`config.mk`:
```
export PLATFORM = sky130hd
export DESIGN_NAME = hps_io_top
export DESIGN_NICKNAME = d
export VERILOG_FILES = /design/src/hps_pkg.sv /design/src/hps_io_top.sv /design/src/input_regs.sv /design/src/io_frame_decoder.sv /design/src/phase_shift.sv /design/src/sys_regs.sv /design/src/vid_measure.sv
export VERILOG_INCLUDE_DIRS = /design/src /design/src/include
export SDC_FILE = /design/constraint.sdc
export NUM_CORES = 1
export LEC_CHECK = 0
export ABC_AREA = 1
export BUFFER_PORTS_ARGS = -buffer_cell sky130_fd_sc_hd__buf_2
export CAP_MARGIN = 20
export CORE_ASPECT_RATIO = 0.6
export CORE_MARGIN = 4
export CORE_UTILIZATION = 55
export DETAILED_ROUTE_END_ITERATION = 8
export PLACE_DENSITY = 0.76
export SLEW_MARGIN = 20
export SYNTH_ARGS = -nofsm -noshare
export SYNTH_HDL_FRONTEND = slang
export SYNTH_SLANG_ARGS = --single-unit
```
`constraint.sdc`:
```
create_clock -name clk -period 27.9 [get_ports clk]
set_clock_uncertainty 0.2 [all_clocks]
set_input_delay 2.79 -clock clk [delete_from_list [all_inputs] [get_ports clk]]
set_output_delay 2.79 -clock clk [all_outputs]
set_load 0.05 [all_outputs]
```
`src/include/hps_macros.svh`:
```
`ifndef HPS_MACROS_SVH
`define HPS_MACROS_SVH

// host bus handshake
`define HPS_WAIT_CYCLES 8 // io_wait high time per strobe

// answer to the UART flags query
`define HPS_UART_FLAGS 16'b000_11111_000_11111

// default signed PLL phase steps per SDRAM size
`define HPS_PH32 2
`define HPS_PH64 -3
`define HPS_PH128 4

// video measurement
`define HPS_RESTABLE_FRAMES 15 // equal frames before a new resolution counts
`define HPS_VID_W 32 // width of the size and timing results
`define HPS_NRES_W 8 // width of the resolution change counter

`endif

```
`src/hps_pkg.sv`:
```
package hps_pkg;

	// command byte carried in word 0 of a frame
	typedef enum logic [7:0] {
		CMD_BUTTONS     = 8'h01,
		CMD_JOY0        = 8'h02,
		CMD_JOY1        = 8'h03,
		CMD_MOUSE       = 8'h04,
		CMD_KEYBOARD    = 8'h05,
		CMD_OSD_KBD     = 8'h06,
		CMD_JOY2        = 8'h10,
		CMD_JOY3        = 8'h11,
		CMD_RTC         = 8'h22,
		CMD_VIDEO_INFO  = 8'h23,
		CMD_UART_FLAGS  = 8'h28,
		CMD_CAP_A       = 8'h2B,
		CMD_SCREEN_INFO = 8'h2C,
		CMD_SCALER_SET  = 8'h2D,
		CMD_CAP_B       = 8'h2F,
		CMD_SDRAM_SIZE  = 8'h31
	} hps_cmd_t;

	// keyboard/mouse event kind
	typedef enum logic [1:0] {
		KMS_MOUSE_X = 2'd0,
		KMS_MOUSE_Y = 2'd1,
		KMS_KEYCODE = 2'd2,
		KMS_OSD_KEY = 2'd3
	} kms_type_t;

endpackage

```
`src/hps_io_top.sv`:
```
`timescale 1ns/1ps
`include "hps_macros.svh"

module hps_io_top import hps_pkg::*; (
	input  logic        clk,
	input  logic        reset,
	input  logic        io_ena,
	input  logic        io_strobe,
	input  logic [15:0] io_din,
	output logic [15:0] io_dout,
	output logic        io_wait,
	output logic [15:0] joy0,
	output logic [15:0] joy1,
	output logic [15:0] joy2,
	output logic [15:0] joy3,
	output logic [1:0]  buttons,
	output logic [3:0]  conf,
	output logic [2:0]  mouse_buttons,
	output logic        kbd_mouse_strobe,
	output logic        kms_level,
	output kms_type_t   kbd_mouse_type,
	output logic [7:0]  kbd_mouse_data,
	input  logic        ce_pix,
	input  logic        de,
	input  logic        hs,
	input  logic        vs,
	input  logic [11:0] scr_hbl_l,
	input  logic [11:0] scr_hbl_r,
	input  logic [11:0] scr_hsize,
	input  logic [11:0] scr_vbl_t,
	input  logic [11:0] scr_vbl_b,
	input  logic [11:0] scr_vsize,
	input  logic [6:0]  scr_flg,
	input  logic [1:0]  scr_res,
	output logic [11:0] shbl_l,
	output logic [11:0] shbl_r,
	output logic [11:0] svbl_t,
	output logic [11:0] svbl_b,
	output logic        sset,
	output logic [15:0] sdram_sz,
	output logic [63:0] rtc,
	input  logic        pll_locked,
	input  logic        phase_done,
	output logic        phase_en,
	output logic        updn,
	output logic        ready
);

	// decoded write stream shared by all register blocks
	logic        wr_stb;
	logic [5:0]  wr_idx;
	hps_cmd_t    wr_cmd;
	logic [15:0] wr_data;
	logic        frame_end;

	logic [`HPS_NRES_W-1:0] vid_nres;
	logic [`HPS_VID_W-1:0]  vid_hcnt, vid_vcnt, vid_htime, vid_vtime;

	io_frame_decoder u_decoder (
		.clk, .reset, .io_ena, .io_strobe, .io_din, .io_wait,
		.wr_stb, .wr_idx, .wr_cmd, .wr_data, .frame_end
	);

	input_regs u_inputs (
		.clk, .reset, .wr_stb, .wr_idx, .wr_cmd, .wr_data,
		.joy0, .joy1, .joy2, .joy3, .buttons, .conf, .mouse_buttons,
		.kbd_mouse_strobe, .kms_level, .kbd_mouse_type, .kbd_mouse_data
	);

	sys_regs u_sys (
		.clk, .reset, .wr_stb, .wr_idx, .wr_cmd, .wr_data, .frame_end,
		.scr_hbl_l, .scr_hbl_r, .scr_hsize, .scr_vbl_t, .scr_vbl_b, .scr_vsize,
		.scr_flg, .scr_res,
		.vid_nres, .vid_hcnt, .vid_vcnt, .vid_htime, .vid_vtime,
		.io_dout, .rtc, .sdram_sz, .shbl_l, .shbl_r, .svbl_t, .svbl_b, .sset
	);

	vid_measure u_vid (
		.clk, .reset, .ce_pix, .de, .hs, .vs,
		.nres(vid_nres), .hcnt(vid_hcnt), .vcnt(vid_vcnt),
		.htime(vid_htime), .vtime(vid_vtime)
	);

	phase_shift u_phase (
		.clk, .reset, .pll_locked, .phase_done, .sdram_sz,
		.phase_en, .updn, .ready
	);

endmodule

```
`src/input_regs.sv`:
```
`timescale 1ns/1ps

module input_regs import hps_pkg::*; (
	input  logic        clk,
	input  logic        reset,
	input  logic        wr_stb,
	input  logic [5:0]  wr_idx,
	input  hps_cmd_t    wr_cmd,
	input  logic [15:0] wr_data,
	output logic [15:0] joy0,
	output logic [15:0] joy1,
	output logic [15:0] joy2,
	output logic [15:0] joy3,
	output logic [1:0]  buttons,
	output logic [3:0]  conf,
	output logic [2:0]  mouse_buttons,
	output logic        kbd_mouse_strobe,
	output logic        kms_level,
	output kms_type_t   kbd_mouse_type,
	output logic [7:0]  kbd_mouse_data
);

	logic      ev_fire;
	kms_type_t ev_type;

	// which word of which frame raises a keyboard/mouse event
	always_comb begin
		ev_fire = 1'b0;
		ev_type = KMS_MOUSE_X;
		if (wr_stb) begin
			case (wr_cmd)
				CMD_MOUSE: begin
					if (wr_idx == 6'd1) begin
						ev_fire = 1'b1;
					end else if (wr_idx == 6'd2) begin
						ev_fire = 1'b1;
						ev_type = KMS_MOUSE_Y;
					end
				end
				CMD_KEYBOARD: begin
					ev_fire = (wr_idx == 6'd1);
					ev_type = KMS_KEYCODE;
				end
				CMD_OSD_KBD: begin
					ev_fire = (wr_idx == 6'd1);
					ev_type = KMS_OSD_KEY;
				end
				default: ;
			endcase
		end
	end

	always_ff @(posedge clk or posedge reset) begin
		if (reset) begin
			joy0             <= '0;
			joy1             <= '0;
			joy2             <= '0;
			joy3             <= '0;
			buttons          <= '0;
			conf             <= '0;
			mouse_buttons    <= '0;
			kbd_mouse_strobe <= 1'b0;
			kms_level        <= 1'b0;
		end else begin
			kbd_mouse_strobe <= ev_fire;
			if (ev_fire)
				kms_level <= ~kms_level; // level follows every event

			if (wr_stb && wr_idx == 6'd1) begin
				case (wr_cmd)
					CMD_BUTTONS: begin
						buttons <= wr_data[1:0];
						conf    <= wr_data[7:4];
					end
					CMD_JOY0: joy0 <= wr_data;
					CMD_JOY1: joy1 <= wr_data;
					CMD_JOY2: joy2 <= wr_data;
					CMD_JOY3: joy3 <= wr_data;
					default: ;
				endcase
			end

			if (wr_stb && wr_cmd == CMD_MOUSE && wr_idx == 6'd3)
				mouse_buttons <= wr_data[2:0]; // third payload word holds the buttons
		end
	end

	always_ff @(posedge clk) begin
		if (ev_fire) begin
			kbd_mouse_type <= ev_type;
			kbd_mouse_data <= wr_data[7:0];
		end
	end

	// decoder spacing keeps events at least a cycle apart
	a_strobe_single: assert property (@(posedge clk) disable iff (reset)
		kbd_mouse_strobe |=> !kbd_mouse_strobe)
		else $error("kbd_mouse_strobe high two cycles in a row");

endmodule

```
`src/io_frame_decoder.sv`:
```
`timescale 1ns/1ps
`include "hps_macros.svh"

module io_frame_decoder import hps_pkg::*; (
	input  logic        clk,
	input  logic        reset,
	input  logic        io_ena,
	input  logic        io_strobe,
	input  logic [15:0] io_din,
	output logic        io_wait,
	output logic        wr_stb,
	output logic [5:0]  wr_idx,
	output hps_cmd_t    wr_cmd,
	output logic [15:0] wr_data,
	output logic        frame_end
);

	localparam int WAIT_W = $clog2(`HPS_WAIT_CYCLES + 1);

	logic [5:0]        cnt; // word position of the next strobe
	logic [WAIT_W-1:0] wait_cnt;
	logic              end_pend; // frame just closed, report next cycle

	always_ff @(posedge clk or posedge reset) begin
		if (reset) begin
			cnt       <= '0;
			io_wait   <= 1'b0;
			wait_cnt  <= '0;
			wr_stb    <= 1'b0;
			wr_idx    <= '0;
			wr_cmd    <= hps_cmd_t'(8'h00);
			end_pend  <= 1'b0;
			frame_end <= 1'b0;
		end else begin
			wr_stb    <= 1'b0;
			end_pend  <= ~io_ena & (cnt != '0);
			frame_end <= end_pend;

			if (wait_cnt != '0)
				wait_cnt <= wait_cnt - 1'b1;
			else
				io_wait <= 1'b0;

			if (!io_ena) begin
				// frame over, drop everything at once
				cnt      <= '0;
				io_wait  <= 1'b0;
				wait_cnt <= '0;
			end else if (io_strobe) begin
				wait_cnt <= WAIT_W'(`HPS_WAIT_CYCLES - 1);
				io_wait  <= 1'b1;
				wr_stb   <= 1'b1;
				wr_idx   <= cnt;
				if (cnt == '0)
					wr_cmd <= hps_cmd_t'(io_din[7:0]); // command stays latched for the frame
				if (~&cnt)
					cnt <= cnt + 1'b1; // saturate on long frames
			end
		end
	end

	always_ff @(posedge clk) begin
		if (io_ena && io_strobe)
			wr_data <= io_din;
	end

	// host must honour the wait window
	a_no_strobe_in_wait: assert property (@(posedge clk) disable iff (reset)
		io_strobe |-> !io_wait)
		else $error("io_strobe while io_wait high");

endmodule

```
`src/phase_shift.sv`:
```
`timescale 1ns/1ps
`include "hps_macros.svh"

module phase_shift #(
	parameter int signed m32mb  = `HPS_PH32,
	parameter int signed m64mb  = `HPS_PH64,
	parameter int signed m128mb = `HPS_PH128
) (
	input  logic        clk,
	input  logic        reset,
	input  logic        pll_locked,
	input  logic        phase_done,
	input  logic [15:0] sdram_sz,
	output logic        phase_en,
	output logic        updn,
	output logic        ready
);

	localparam int MAG32  = (m32mb  < 0) ? -m32mb  : m32mb;
	localparam int MAG64  = (m64mb  < 0) ? -m64mb  : m64mb;
	localparam int MAG128 = (m128mb < 0) ? -m128mb : m128mb;
	localparam bit UP32   = (m32mb  >= 0);
	localparam bit UP64   = (m64mb  >= 0);
	localparam bit UP128  = (m128mb >= 0);

	typedef enum logic [2:0] {
		ST_IDLE,
		ST_SIZE,
		ST_NEXT,
		ST_WAIT_LO,
		ST_WAIT_HI,
		ST_READY
	} state_t;

	state_t     state;
	logic [7:0] steps; // steps still to issue

	always_ff @(posedge clk or posedge reset) begin
		if (reset) begin
			state    <= ST_IDLE;
			steps    <= '0;
			phase_en <= 1'b0;
			updn     <= 1'b0;
			ready    <= 1'b0;
		end else begin
			phase_en <= 1'b0; // single-cycle request
			case (state)
				ST_IDLE: begin
					ready <= 1'b0;
					if (pll_locked)
						state <= ST_SIZE;
				end
				ST_SIZE: begin
					if (sdram_sz[15]) begin
						if (sdram_sz[14]) begin
							// debug mode, count and direction come from the host
							steps <= sdram_sz[7:0];
							updn  <= sdram_sz[8];
						end else begin
							case (sdram_sz[1:0])
								2'd0: steps <= '0;
								2'd1: begin
									steps <= 8'(MAG32);
									updn  <= UP32;
								end
								2'd2: begin
									steps <= 8'(MAG64);
									updn  <= UP64;
								end
								default: begin
									steps <= 8'(MAG128);
									updn  <= UP128;
								end
							endcase
						end
						state <= ST_NEXT;
					end
				end
				ST_NEXT: begin
					if (steps == '0)
						state <= ST_READY;
					else begin
						phase_en <= 1'b1;
						steps    <= steps - 1'b1;
						state    <= ST_WAIT_LO;
					end
				end
				ST_WAIT_LO: if (!phase_done) state <= ST_WAIT_HI; // PLL took the step
				ST_WAIT_HI: if (phase_done) state <= ST_NEXT;
				ST_READY: begin
					ready <= 1'b1;
					if (!sdram_sz[15])
						state <= ST_IDLE;
				end
				default: state <= ST_IDLE;
			endcase
		end
	end

	// no new request until the PLL has dropped and raised phase_done
	a_one_step_at_a_time: assert property (@(posedge clk) disable iff (reset)
		phase_en |=> (!phase_en throughout ((!phase_done) [->1] ##1 phase_done [->1])))
		else $error("phase_en while a step is outstanding");

endmodule

```
`src/sys_regs.sv`:
```
`timescale 1ns/1ps
`include "hps_macros.svh"

module sys_regs import hps_pkg::*; (
	input  logic                  clk,
	input  logic                  reset,
	input  logic                  wr_stb,
	input  logic [5:0]            wr_idx,
	input  hps_cmd_t              wr_cmd,
	input  logic [15:0]           wr_data,
	input  logic                  frame_end,
	input  logic [11:0]           scr_hbl_l,
	input  logic [11:0]           scr_hbl_r,
	input  logic [11:0]           scr_hsize,
	input  logic [11:0]           scr_vbl_t,
	input  logic [11:0]           scr_vbl_b,
	input  logic [11:0]           scr_vsize,
	input  logic [6:0]            scr_flg,
	input  logic [1:0]            scr_res,
	input  logic [`HPS_NRES_W-1:0] vid_nres,
	input  logic [`HPS_VID_W-1:0] vid_hcnt,
	input  logic [`HPS_VID_W-1:0] vid_vcnt,
	input  logic [`HPS_VID_W-1:0] vid_htime,
	input  logic [`HPS_VID_W-1:0] vid_vtime,
	output logic [15:0]           io_dout,
	output logic [63:0]           rtc,
	output logic [15:0]           sdram_sz,
	output logic [11:0]           shbl_l,
	output logic [11:0]           shbl_r,
	output logic [11:0]           svbl_t,
	output logic [11:0]           svbl_b,
	output logic                  sset
);

	logic [15:0] rd_val;

	// answer for the word being accepted, zero unless a readback frame
	always_comb begin
		rd_val = '0;
		case (wr_cmd)
			CMD_CAP_A, CMD_CAP_B: begin
				if (wr_idx == 6'd0)
					rd_val = 16'd1;
			end
			CMD_UART_FLAGS: begin
				if (wr_idx != 6'd0)
					rd_val = `HPS_UART_FLAGS;
			end
			CMD_SCREEN_INFO: begin
				case (wr_idx)
					6'd1: rd_val = {1'b1, scr_flg, 6'd0, scr_res};
					6'd2: rd_val = 16'(scr_hsize);
					6'd3: rd_val = 16'(scr_vsize);
					6'd4: rd_val = 16'(scr_hbl_l);
					6'd5: rd_val = 16'(scr_hbl_r);
					6'd6: rd_val = 16'(scr_vbl_t);
					6'd7: rd_val = 16'(scr_vbl_b);
					default: ;
				endcase
			end
			CMD_VIDEO_INFO: begin
				case (wr_idx)
					6'd1: rd_val = 16'(vid_nres);
					6'd2: rd_val = vid_hcnt[15:0];
					6'd3: rd_val = vid_hcnt[31:16];
					6'd4: rd_val = vid_vcnt[15:0];
					6'd5: rd_val = vid_vcnt[31:16];
					6'd6: rd_val = vid_htime[15:0];
					6'd7: rd_val = vid_htime[31:16];
					6'd8: rd_val = vid_vtime[15:0];
					6'd9: rd_val = vid_vtime[31:16];
					default: ;
				endcase
			end
			default: ;
		endcase
	end

	always_ff @(posedge clk or posedge reset) begin
		if (reset) begin
			io_dout  <= '0;
			sdram_sz <= '0;
			sset     <= 1'b0;
		end else begin
			sset <= frame_end && (wr_cmd == CMD_SCALER_SET); // apply window after the frame closes
			if (wr_stb) begin
				io_dout <= rd_val; // held until the next word
				if (wr_cmd == CMD_SDRAM_SIZE && wr_idx == 6'd1)
					sdram_sz <= wr_data;
			end
		end
	end

	always_ff @(posedge clk) begin
		if (wr_stb) begin
			// rtc words fill the 64-bit value from the low end
			if (wr_cmd == CMD_RTC && wr_idx >= 6'd1 && wr_idx <= 6'd4)
				rtc[{wr_idx[1:0] - 2'd1, 4'd0} +: 16] <= wr_data;

			if (wr_cmd == CMD_SCALER_SET) begin
				case (wr_idx)
					6'd1: shbl_l <= wr_data[11:0];
					6'd2: shbl_r <= wr_data[11:0];
					6'd3: svbl_t <= wr_data[11:0];
					6'd4: svbl_b <= wr_data[11:0];
					default: ;
				endcase
			end
		end
	end

endmodule

```
`src/vid_measure.sv`:
```
`timescale 1ns/1ps
`include "hps_macros.svh"

module vid_measure (
	input  logic                   clk,
	input  logic                   reset,
	input  logic                   ce_pix,
	input  logic                   de,
	input  logic                   hs,
	input  logic                   vs,
	output logic [`HPS_NRES_W-1:0] nres,
	output logic [`HPS_VID_W-1:0]  hcnt,
	output logic [`HPS_VID_W-1:0]  vcnt,
	output logic [`HPS_VID_W-1:0]  htime,
	output logic [`HPS_VID_W-1:0]  vtime
);

	localparam int VW = `HPS_VID_W;
	localparam int RW = $clog2(`HPS_RESTABLE_FRAMES + 1);

	logic          pvs, pde; // previous vs/de at pixel rate
	logic          calch;    // still inside the first active line
	logic [VW-1:0] hacc, vacc;
	logic [RW-1:0] resto;    // frames the new size has held

	logic          hs_q, vs_q;
	logic [VW-1:0] htick, vtick;
	logic [VW-1:0] hlast, vlast;

	// pixel-rate size counting, results taken at the end of vsync
	always_ff @(posedge clk or posedge reset) begin
		if (reset) begin
			pvs   <= 1'b0;
			pde   <= 1'b0;
			calch <= 1'b0;
			hacc  <= '0;
			vacc  <= '0;
			resto <= '0;
			nres  <= '0;
			hcnt  <= '0;
			vcnt  <= '0;
			htime <= '0;
			vtime <= '0;
		end else if (ce_pix) begin
			pvs <= vs;
			pde <= de;

			if (~vs & ~pde & de)
				vacc <= vacc + 1'b1; // one more active line
			if (calch & de)
				hacc <= hacc + 1'b1;
			if (pde & ~de)
				calch <= 1'b0;

			if (pvs & ~vs) begin
				if (hacc != '0 && vacc != '0) begin
					if (hacc != hcnt || vacc != vcnt)
						resto <= RW'(1); // size moved, start over
					else if (resto == RW'(`HPS_RESTABLE_FRAMES)) begin
						resto <= '0;
						nres  <= nres + 1'b1;
					end else if (resto != '0)
						resto <= resto + 1'b1;
					hcnt <= hacc;
					vcnt <= vacc;
				end
				htime <= hlast;
				vtime <= vlast;
				hacc  <= '0;
				vacc  <= '0;
				calch <= 1'b1;
			end
		end
	end

	// sync periods in system clocks
	always_ff @(posedge clk or posedge reset) begin
		if (reset) begin
			hs_q  <= 1'b0;
			vs_q  <= 1'b0;
			htick <= '0;
			vtick <= '0;
			hlast <= '0;
			vlast <= '0;
		end else begin
			hs_q  <= hs;
			vs_q  <= vs;
			htick <= htick + 1'b1;
			vtick <= vtick + 1'b1;
			if (hs & ~hs_q) begin
				hlast <= htick;
				htick <= VW'(1); // the edge cycle is the first of the next period
			end
			if (vs & ~vs_q) begin
				vlast <= vtick;
				vtick <= VW'(1);
			end
		end
	end

endmodule

```
==> impl_metrics.prom <==
# TYPE chip_impl_metric gauge
chip_impl_info{name="status",value="finished with violations"} 1
chip_impl_info{name="violations",value="design-rule violations"} 1
chip_impl_metric{name="async_reset_ff_share",unit="%"} 77.9
chip_impl_metric{name="share_of_final_layout_standard_cells_stronger_than_drive_strength_1",unit="%"} 13.8
chip_impl_info{name="worstSetupStartpoint",value="reset"} 1
chip_impl_metric{name="power_density",unit="mW/mm2"} 66.5
chip_impl_info{name="tritoncts_clock_tree",value="yes"} 1
chip_impl_metric{name="comb_power_share",unit="%"} 17.5
chip_impl_info{name="synthFlopType",value="sky130_fd_sc_hd__dfrtp_1"} 1
chip_impl_metric{name="required",unit="ns"} 28.29
chip_impl_metric{name="finalHoldViolCount",unit=""} 0
chip_impl_metric{name="chip_height",unit="um"} 188
chip_impl_metric{name="viasPerCell",unit=""} 5.69
chip_impl_info{name="ctsRootBufferMaster",value="sky130_fd_sc_hd__clkbuf_16"} 1
chip_impl_metric{name="syn_inst",unit=""} 3593
chip_impl_metric{name="die_w",unit="um"} 308
chip_impl_metric{name="drt_wl_total",unit="um"} 94500
chip_impl_metric{name="fin_crit_sh",unit="%"} 20.9
chip_impl_info{name="grt_setup_unrepaired",value="no"} 1
chip_impl_metric{name="power.internal",unit="W"} 0.00155
chip_impl_metric{name="power",unit="W"} 0.00226
chip_impl_metric{name="fillers",unit=""} 4521
chip_impl_metric{name="placement_rows",unit=""} 65
chip_impl_metric{name="dp.final_hpwl",unit="um"} 70600
chip_impl_metric{name="syn-mean-instance-area",unit="um2"} 8.29
chip_impl_metric{name="detail_route.wl_per_cell",unit="um"} 20.4
chip_impl_metric{name="cts_made_buffers",unit=""} 55
chip_impl_metric{name="areaGrowthSynthToFinish",unit="%"} 13.8
chip_impl_metric{name="final-setup-viol-count",unit=""} 0
chip_impl_metric{name="io_buffers",unit=""} 340
chip_impl_metric{name="power.share.clock",unit="%"} 35.0
chip_impl_metric{name="synth-edff-count",unit=""} 138
chip_impl_metric{name="ys_warn_count",unit=""} 0
chip_impl_metric{name="detail-route-antenna-nets",unit=""} 0
chip_impl_metric{name="cts.hold.buffers_added",unit=""} 0
chip_impl_metric{name="sequentialPowerShare",unit="%"} 47.5
chip_impl_metric{name="multi_input_logic_area",unit="mm2"} 0.0112
chip_impl_metric{name="detailroute.via_count",unit=""} 26394
chip_impl_info{name="worst_setup_path_endpoint",value="u_vid.vtime[7]"} 1
chip_impl_metric{name="r2r_cells",unit=""} 12
chip_impl_metric{name="floorplan.io_pins",unit=""} 341
chip_impl_metric{name="grt_first_pass_wirelength",unit="um"} 144000
chip_impl_metric{name="switching_power",unit="W"} 0.000703
chip_impl_metric{name="synth_nets",unit=""} 3723
chip_impl_info{name="cp-end-kind",value="async pin"} 1
chip_impl_metric{name="static-leakage-power",unit="nW"} 16.1
chip_impl_metric{name="final_net_count",unit=""} 4018
chip_impl_metric{name="cts_resized",unit=""} 0
chip_impl_metric{name="synth_sequential_area_ratio",unit="%"} 54.8
chip_impl_metric{name="post_route_utilization",unit="%"} 63.9
chip_impl_metric{name="global_route.overflow_total",unit=""} 0
chip_impl_info{name="reg2reg_from",value="u_decoder.wr_idx[0]"} 1
chip_impl_metric{name="antenna_found_initial",unit=""} 1
chip_impl_metric{name="postSynthRegisterBits",unit=""} 625
chip_impl_metric{name="post_route_setup_tns",unit="ns"} 0
chip_impl_metric{name="detailed_place.area",unit="mm2"} 0.0320
chip_impl_metric{name="gp_congestion",unit=""} 0.981
chip_impl_metric{name="ff2ff_setup_slack",unit="ns"} 23.70
chip_impl_metric{name="largest_net_degree_at_the_start_of_global_routing",unit=""} 127
chip_impl_metric{name="clock_path_buffers",unit=""} 3
chip_impl_metric{name="cp_data_arrival_time",unit="ns"} 6.24
chip_impl_metric{name="core",unit="mm2"} 0.0530
chip_impl_info{name="most_common_cell_after_layout_fill_and_taps_aside",value="sky130_fd_sc_hd__nand2_1"} 1
chip_impl_metric{name="switching_power_share_of_the_total",unit="%"} 31.1
chip_impl_metric{name="cts_setup_buffers",unit=""} 0
chip_impl_metric{name="worst_skew_pair.late_latency",unit="ns"} 0.62
chip_impl_metric{name="cts_sinks",unit=""} 625
chip_impl_metric{name="htreeDepth",unit=""} 2
chip_impl_info{name="worstReg2RegEnd",value="u_sys.io_dout[0]"} 1
chip_impl_metric{name="seq_area",unit="mm2"} 0.0163
chip_impl_metric{name="first_global_vias",unit=""} 23465
chip_impl_metric{name="max_cap_violations",unit=""} 0
chip_impl_info{name="crit_type",value="primary input to async pin"} 1
chip_impl_metric{name="yosys.cell_types.count",unit=""} 50
chip_impl_metric{name="initial_core_util",unit="%"} 56.2
chip_impl_info{name="hold_class",value="register to register"} 1
chip_impl_metric{name="slew_headroom",unit="%"} 32.5
chip_impl_metric{name="finalMaxSlewViolations",unit=""} 0
chip_impl_info{name="commonest_cells_after_routing_fill_and_taps_aside",value="sky130_fd_sc_hd__nand2_1 (1019), sky130_fd_sc_hd__dfrtp_1 (487), sky130_fd_sc_hd__inv_1 (437)"} 1
chip_impl_metric{name="synth_area",unit="mm2"} 0.0298
chip_impl_metric{name="timing.final.crit_period",unit="ns"} 5.84
chip_impl_metric{name="clock.fmax",unit="MHz"} 171
chip_impl_metric{name="tightestPinTransition",unit="ns"} 1.01
chip_impl_metric{name="finish.instance_area",unit="mm2"} 0.0339
chip_impl_metric{name="post-route-drc-count",unit=""} 1
chip_impl_info{name="cp-start-kind",value="primary input"} 1
chip_impl_metric{name="vdd_drop_max",unit="mV"} 0.0479
chip_impl_metric{name="clkSlewWorstSetupHoldPaths",unit="ns"} 0.07
chip_impl_metric{name="grt_usage",unit="%"} 32.1
chip_impl_metric{name="die_area",unit="mm2"} 0.0581
chip_impl_metric{name="drt_first_pass_iters",unit=""} 8
chip_impl_metric{name="dr.first_iter.drc_count",unit=""} 3599
chip_impl_metric{name="crit_path_max_fanout",unit=""} 126
-- kinds of logic after synthesis --
| kind of cell | synth area share [%] |
|---|---|
| adder cells (fa/ha/maj) | 0.966 |
| AND/OR/NAND/NOR | 24.7 |
| multiplexers | 0.151 |
| flip-flops | 54.8 |
| buffers and inverters | 7.73 |
| AO/OA/AOI/OAI | 9.95 |
| XOR/XNOR | 1.70 |
-- synthesized netlist by cell type, types with 7 or more instances --
| cell type | count | area, um2 |
|---|---|---|
| sky130_fd_sc_hd__a211oi_1 | 7 | 52.6 |
| sky130_fd_sc_hd__a21oi_1 | 91 | 455 |
| sky130_fd_sc_hd__a31oi_1 | 14 | 87.6 |
| sky130_fd_sc_hd__buf_1 | 11 | 41.3 |
| sky130_fd_sc_hd__buf_2 | 34 | 170 |
| sky130_fd_sc_hd__buf_4 | 11 | 82.6 |
| sky130_fd_sc_hd__clkbuf_1 | 68 | 255 |
| sky130_fd_sc_hd__dfrtp_1 | 487 | 12200 |
| sky130_fd_sc_hd__edfxtp_1 | 138 | 4140 |
| sky130_fd_sc_hd__ha_1 | 23 | 288 |
| sky130_fd_sc_hd__inv_1 | 439 | 1650 |
| sky130_fd_sc_hd__inv_2 | 14 | 52.6 |
| sky130_fd_sc_hd__nand2_1 | 1019 | 3820 |
| sky130_fd_sc_hd__nand2_2 | 13 | 81.3 |
| sky130_fd_sc_hd__nand3_1 | 98 | 490 |
| sky130_fd_sc_hd__nand3b_1 | 10 | 75.1 |
| sky130_fd_sc_hd__nand4_1 | 60 | 375 |
| sky130_fd_sc_hd__nor2_1 | 346 | 1300 |
| sky130_fd_sc_hd__nor2_2 | 15 | 93.8 |
| sky130_fd_sc_hd__nor2_4 | 10 | 113 |
| sky130_fd_sc_hd__nor3_1 | 123 | 616 |
| sky130_fd_sc_hd__nor3_2 | 7 | 70.1 |
| sky130_fd_sc_hd__nor4_1 | 15 | 93.8 |
| sky130_fd_sc_hd__o21ai_0 | 361 | 1810 |
| sky130_fd_sc_hd__o22ai_1 | 61 | 382 |
| sky130_fd_sc_hd__xnor2_1 | 22 | 193 |
| sky130_fd_sc_hd__xor2_1 | 36 | 315 |
-- how the worst min path moves through the flow --
stage	from	endpoint	slack [ns]	cells after the start
floorplan	u_decoder.end_pend	u_decoder.frame_end	0.13	0
global placement	u_decoder.end_pend	u_decoder.frame_end	0.14	0
detailed placement	u_decoder.end_pend	u_decoder.frame_end	0.14	0
CTS	u_decoder.end_pend	u_decoder.frame_end	0.16	0
global route	u_decoder.end_pend	u_decoder.frame_end	0.16	0
finish	u_decoder.end_pend	u_decoder.frame_end	0.16	0
-- power groups by stage --
stage,Clock [W],Combinational [W],Sequential (W)
floorplan,0,0.000269,0.00107
global placement,0,0.000374,0.00108
detailed placement,0,0.000383,0.00108
CTS,0.000794,0.000386,0.00107
global route,0.000837,0.000442,0.00108
finish,0.000790,0.000395,0.00107
-- metal layers --
metal	global-route usage [%]	wire length (um)	part of all wire, %
met4	7.17	2410	2.6
met2	41.0	36500	39
met3	9.93	13500	14
met5	0	0	0
met1	52.5	42000	45
-- metrics by stage --
step	worst slack, ns	std cells	hold slack [ns]
after global routing	21.42	4635	0.163
after floorplan	11.32	3593	0.131
after CTS	21.87	4633	0.160
after global placement	21.21	4533	0.137
after detailed placement	21.24	4533	0.144
final	22.06	4636	0.157
-- registers in the layout, indices dropped and copies added, names as in the netlist, 32 cells and up --
name / count
u_vid.htick: 32
u_vid.hlast: 32
u_vid.htime: 32
u_vid.vlast: 32
u_sys.rtc: 64
u_vid.hacc: 32
u_vid.vcnt: 32
u_vid.vtime: 32
u_vid.hcnt: 32
u_vid.vacc: 32
u_vid.vtick: 32
-- worst max-delay path: stages --
cell and delay, ns:
sky130_fd_sc_hd__buf_2 0.13, sky130_fd_sc_hd__inv_8 0.58, sky130_fd_sc_hd__buf_4 0.86, sky130_fd_sc_hd__buf_4 0.86, sky130_fd_sc_hd__buf_4 0.88
-- cell type report --
class / count / share of cell area [%]
sequential: 625 / 48.2
multi-input combinational: 2382 / 33.0
timing repair buffer: 368 / 5.66
inverter: 456 / 5.07
clock buffer: 78 / 4.67
tap: 703 / 2.59
clock inverter: 22 / 0.797
antenna: 2 / 0.0148
(Power assumes the default switching activity.)
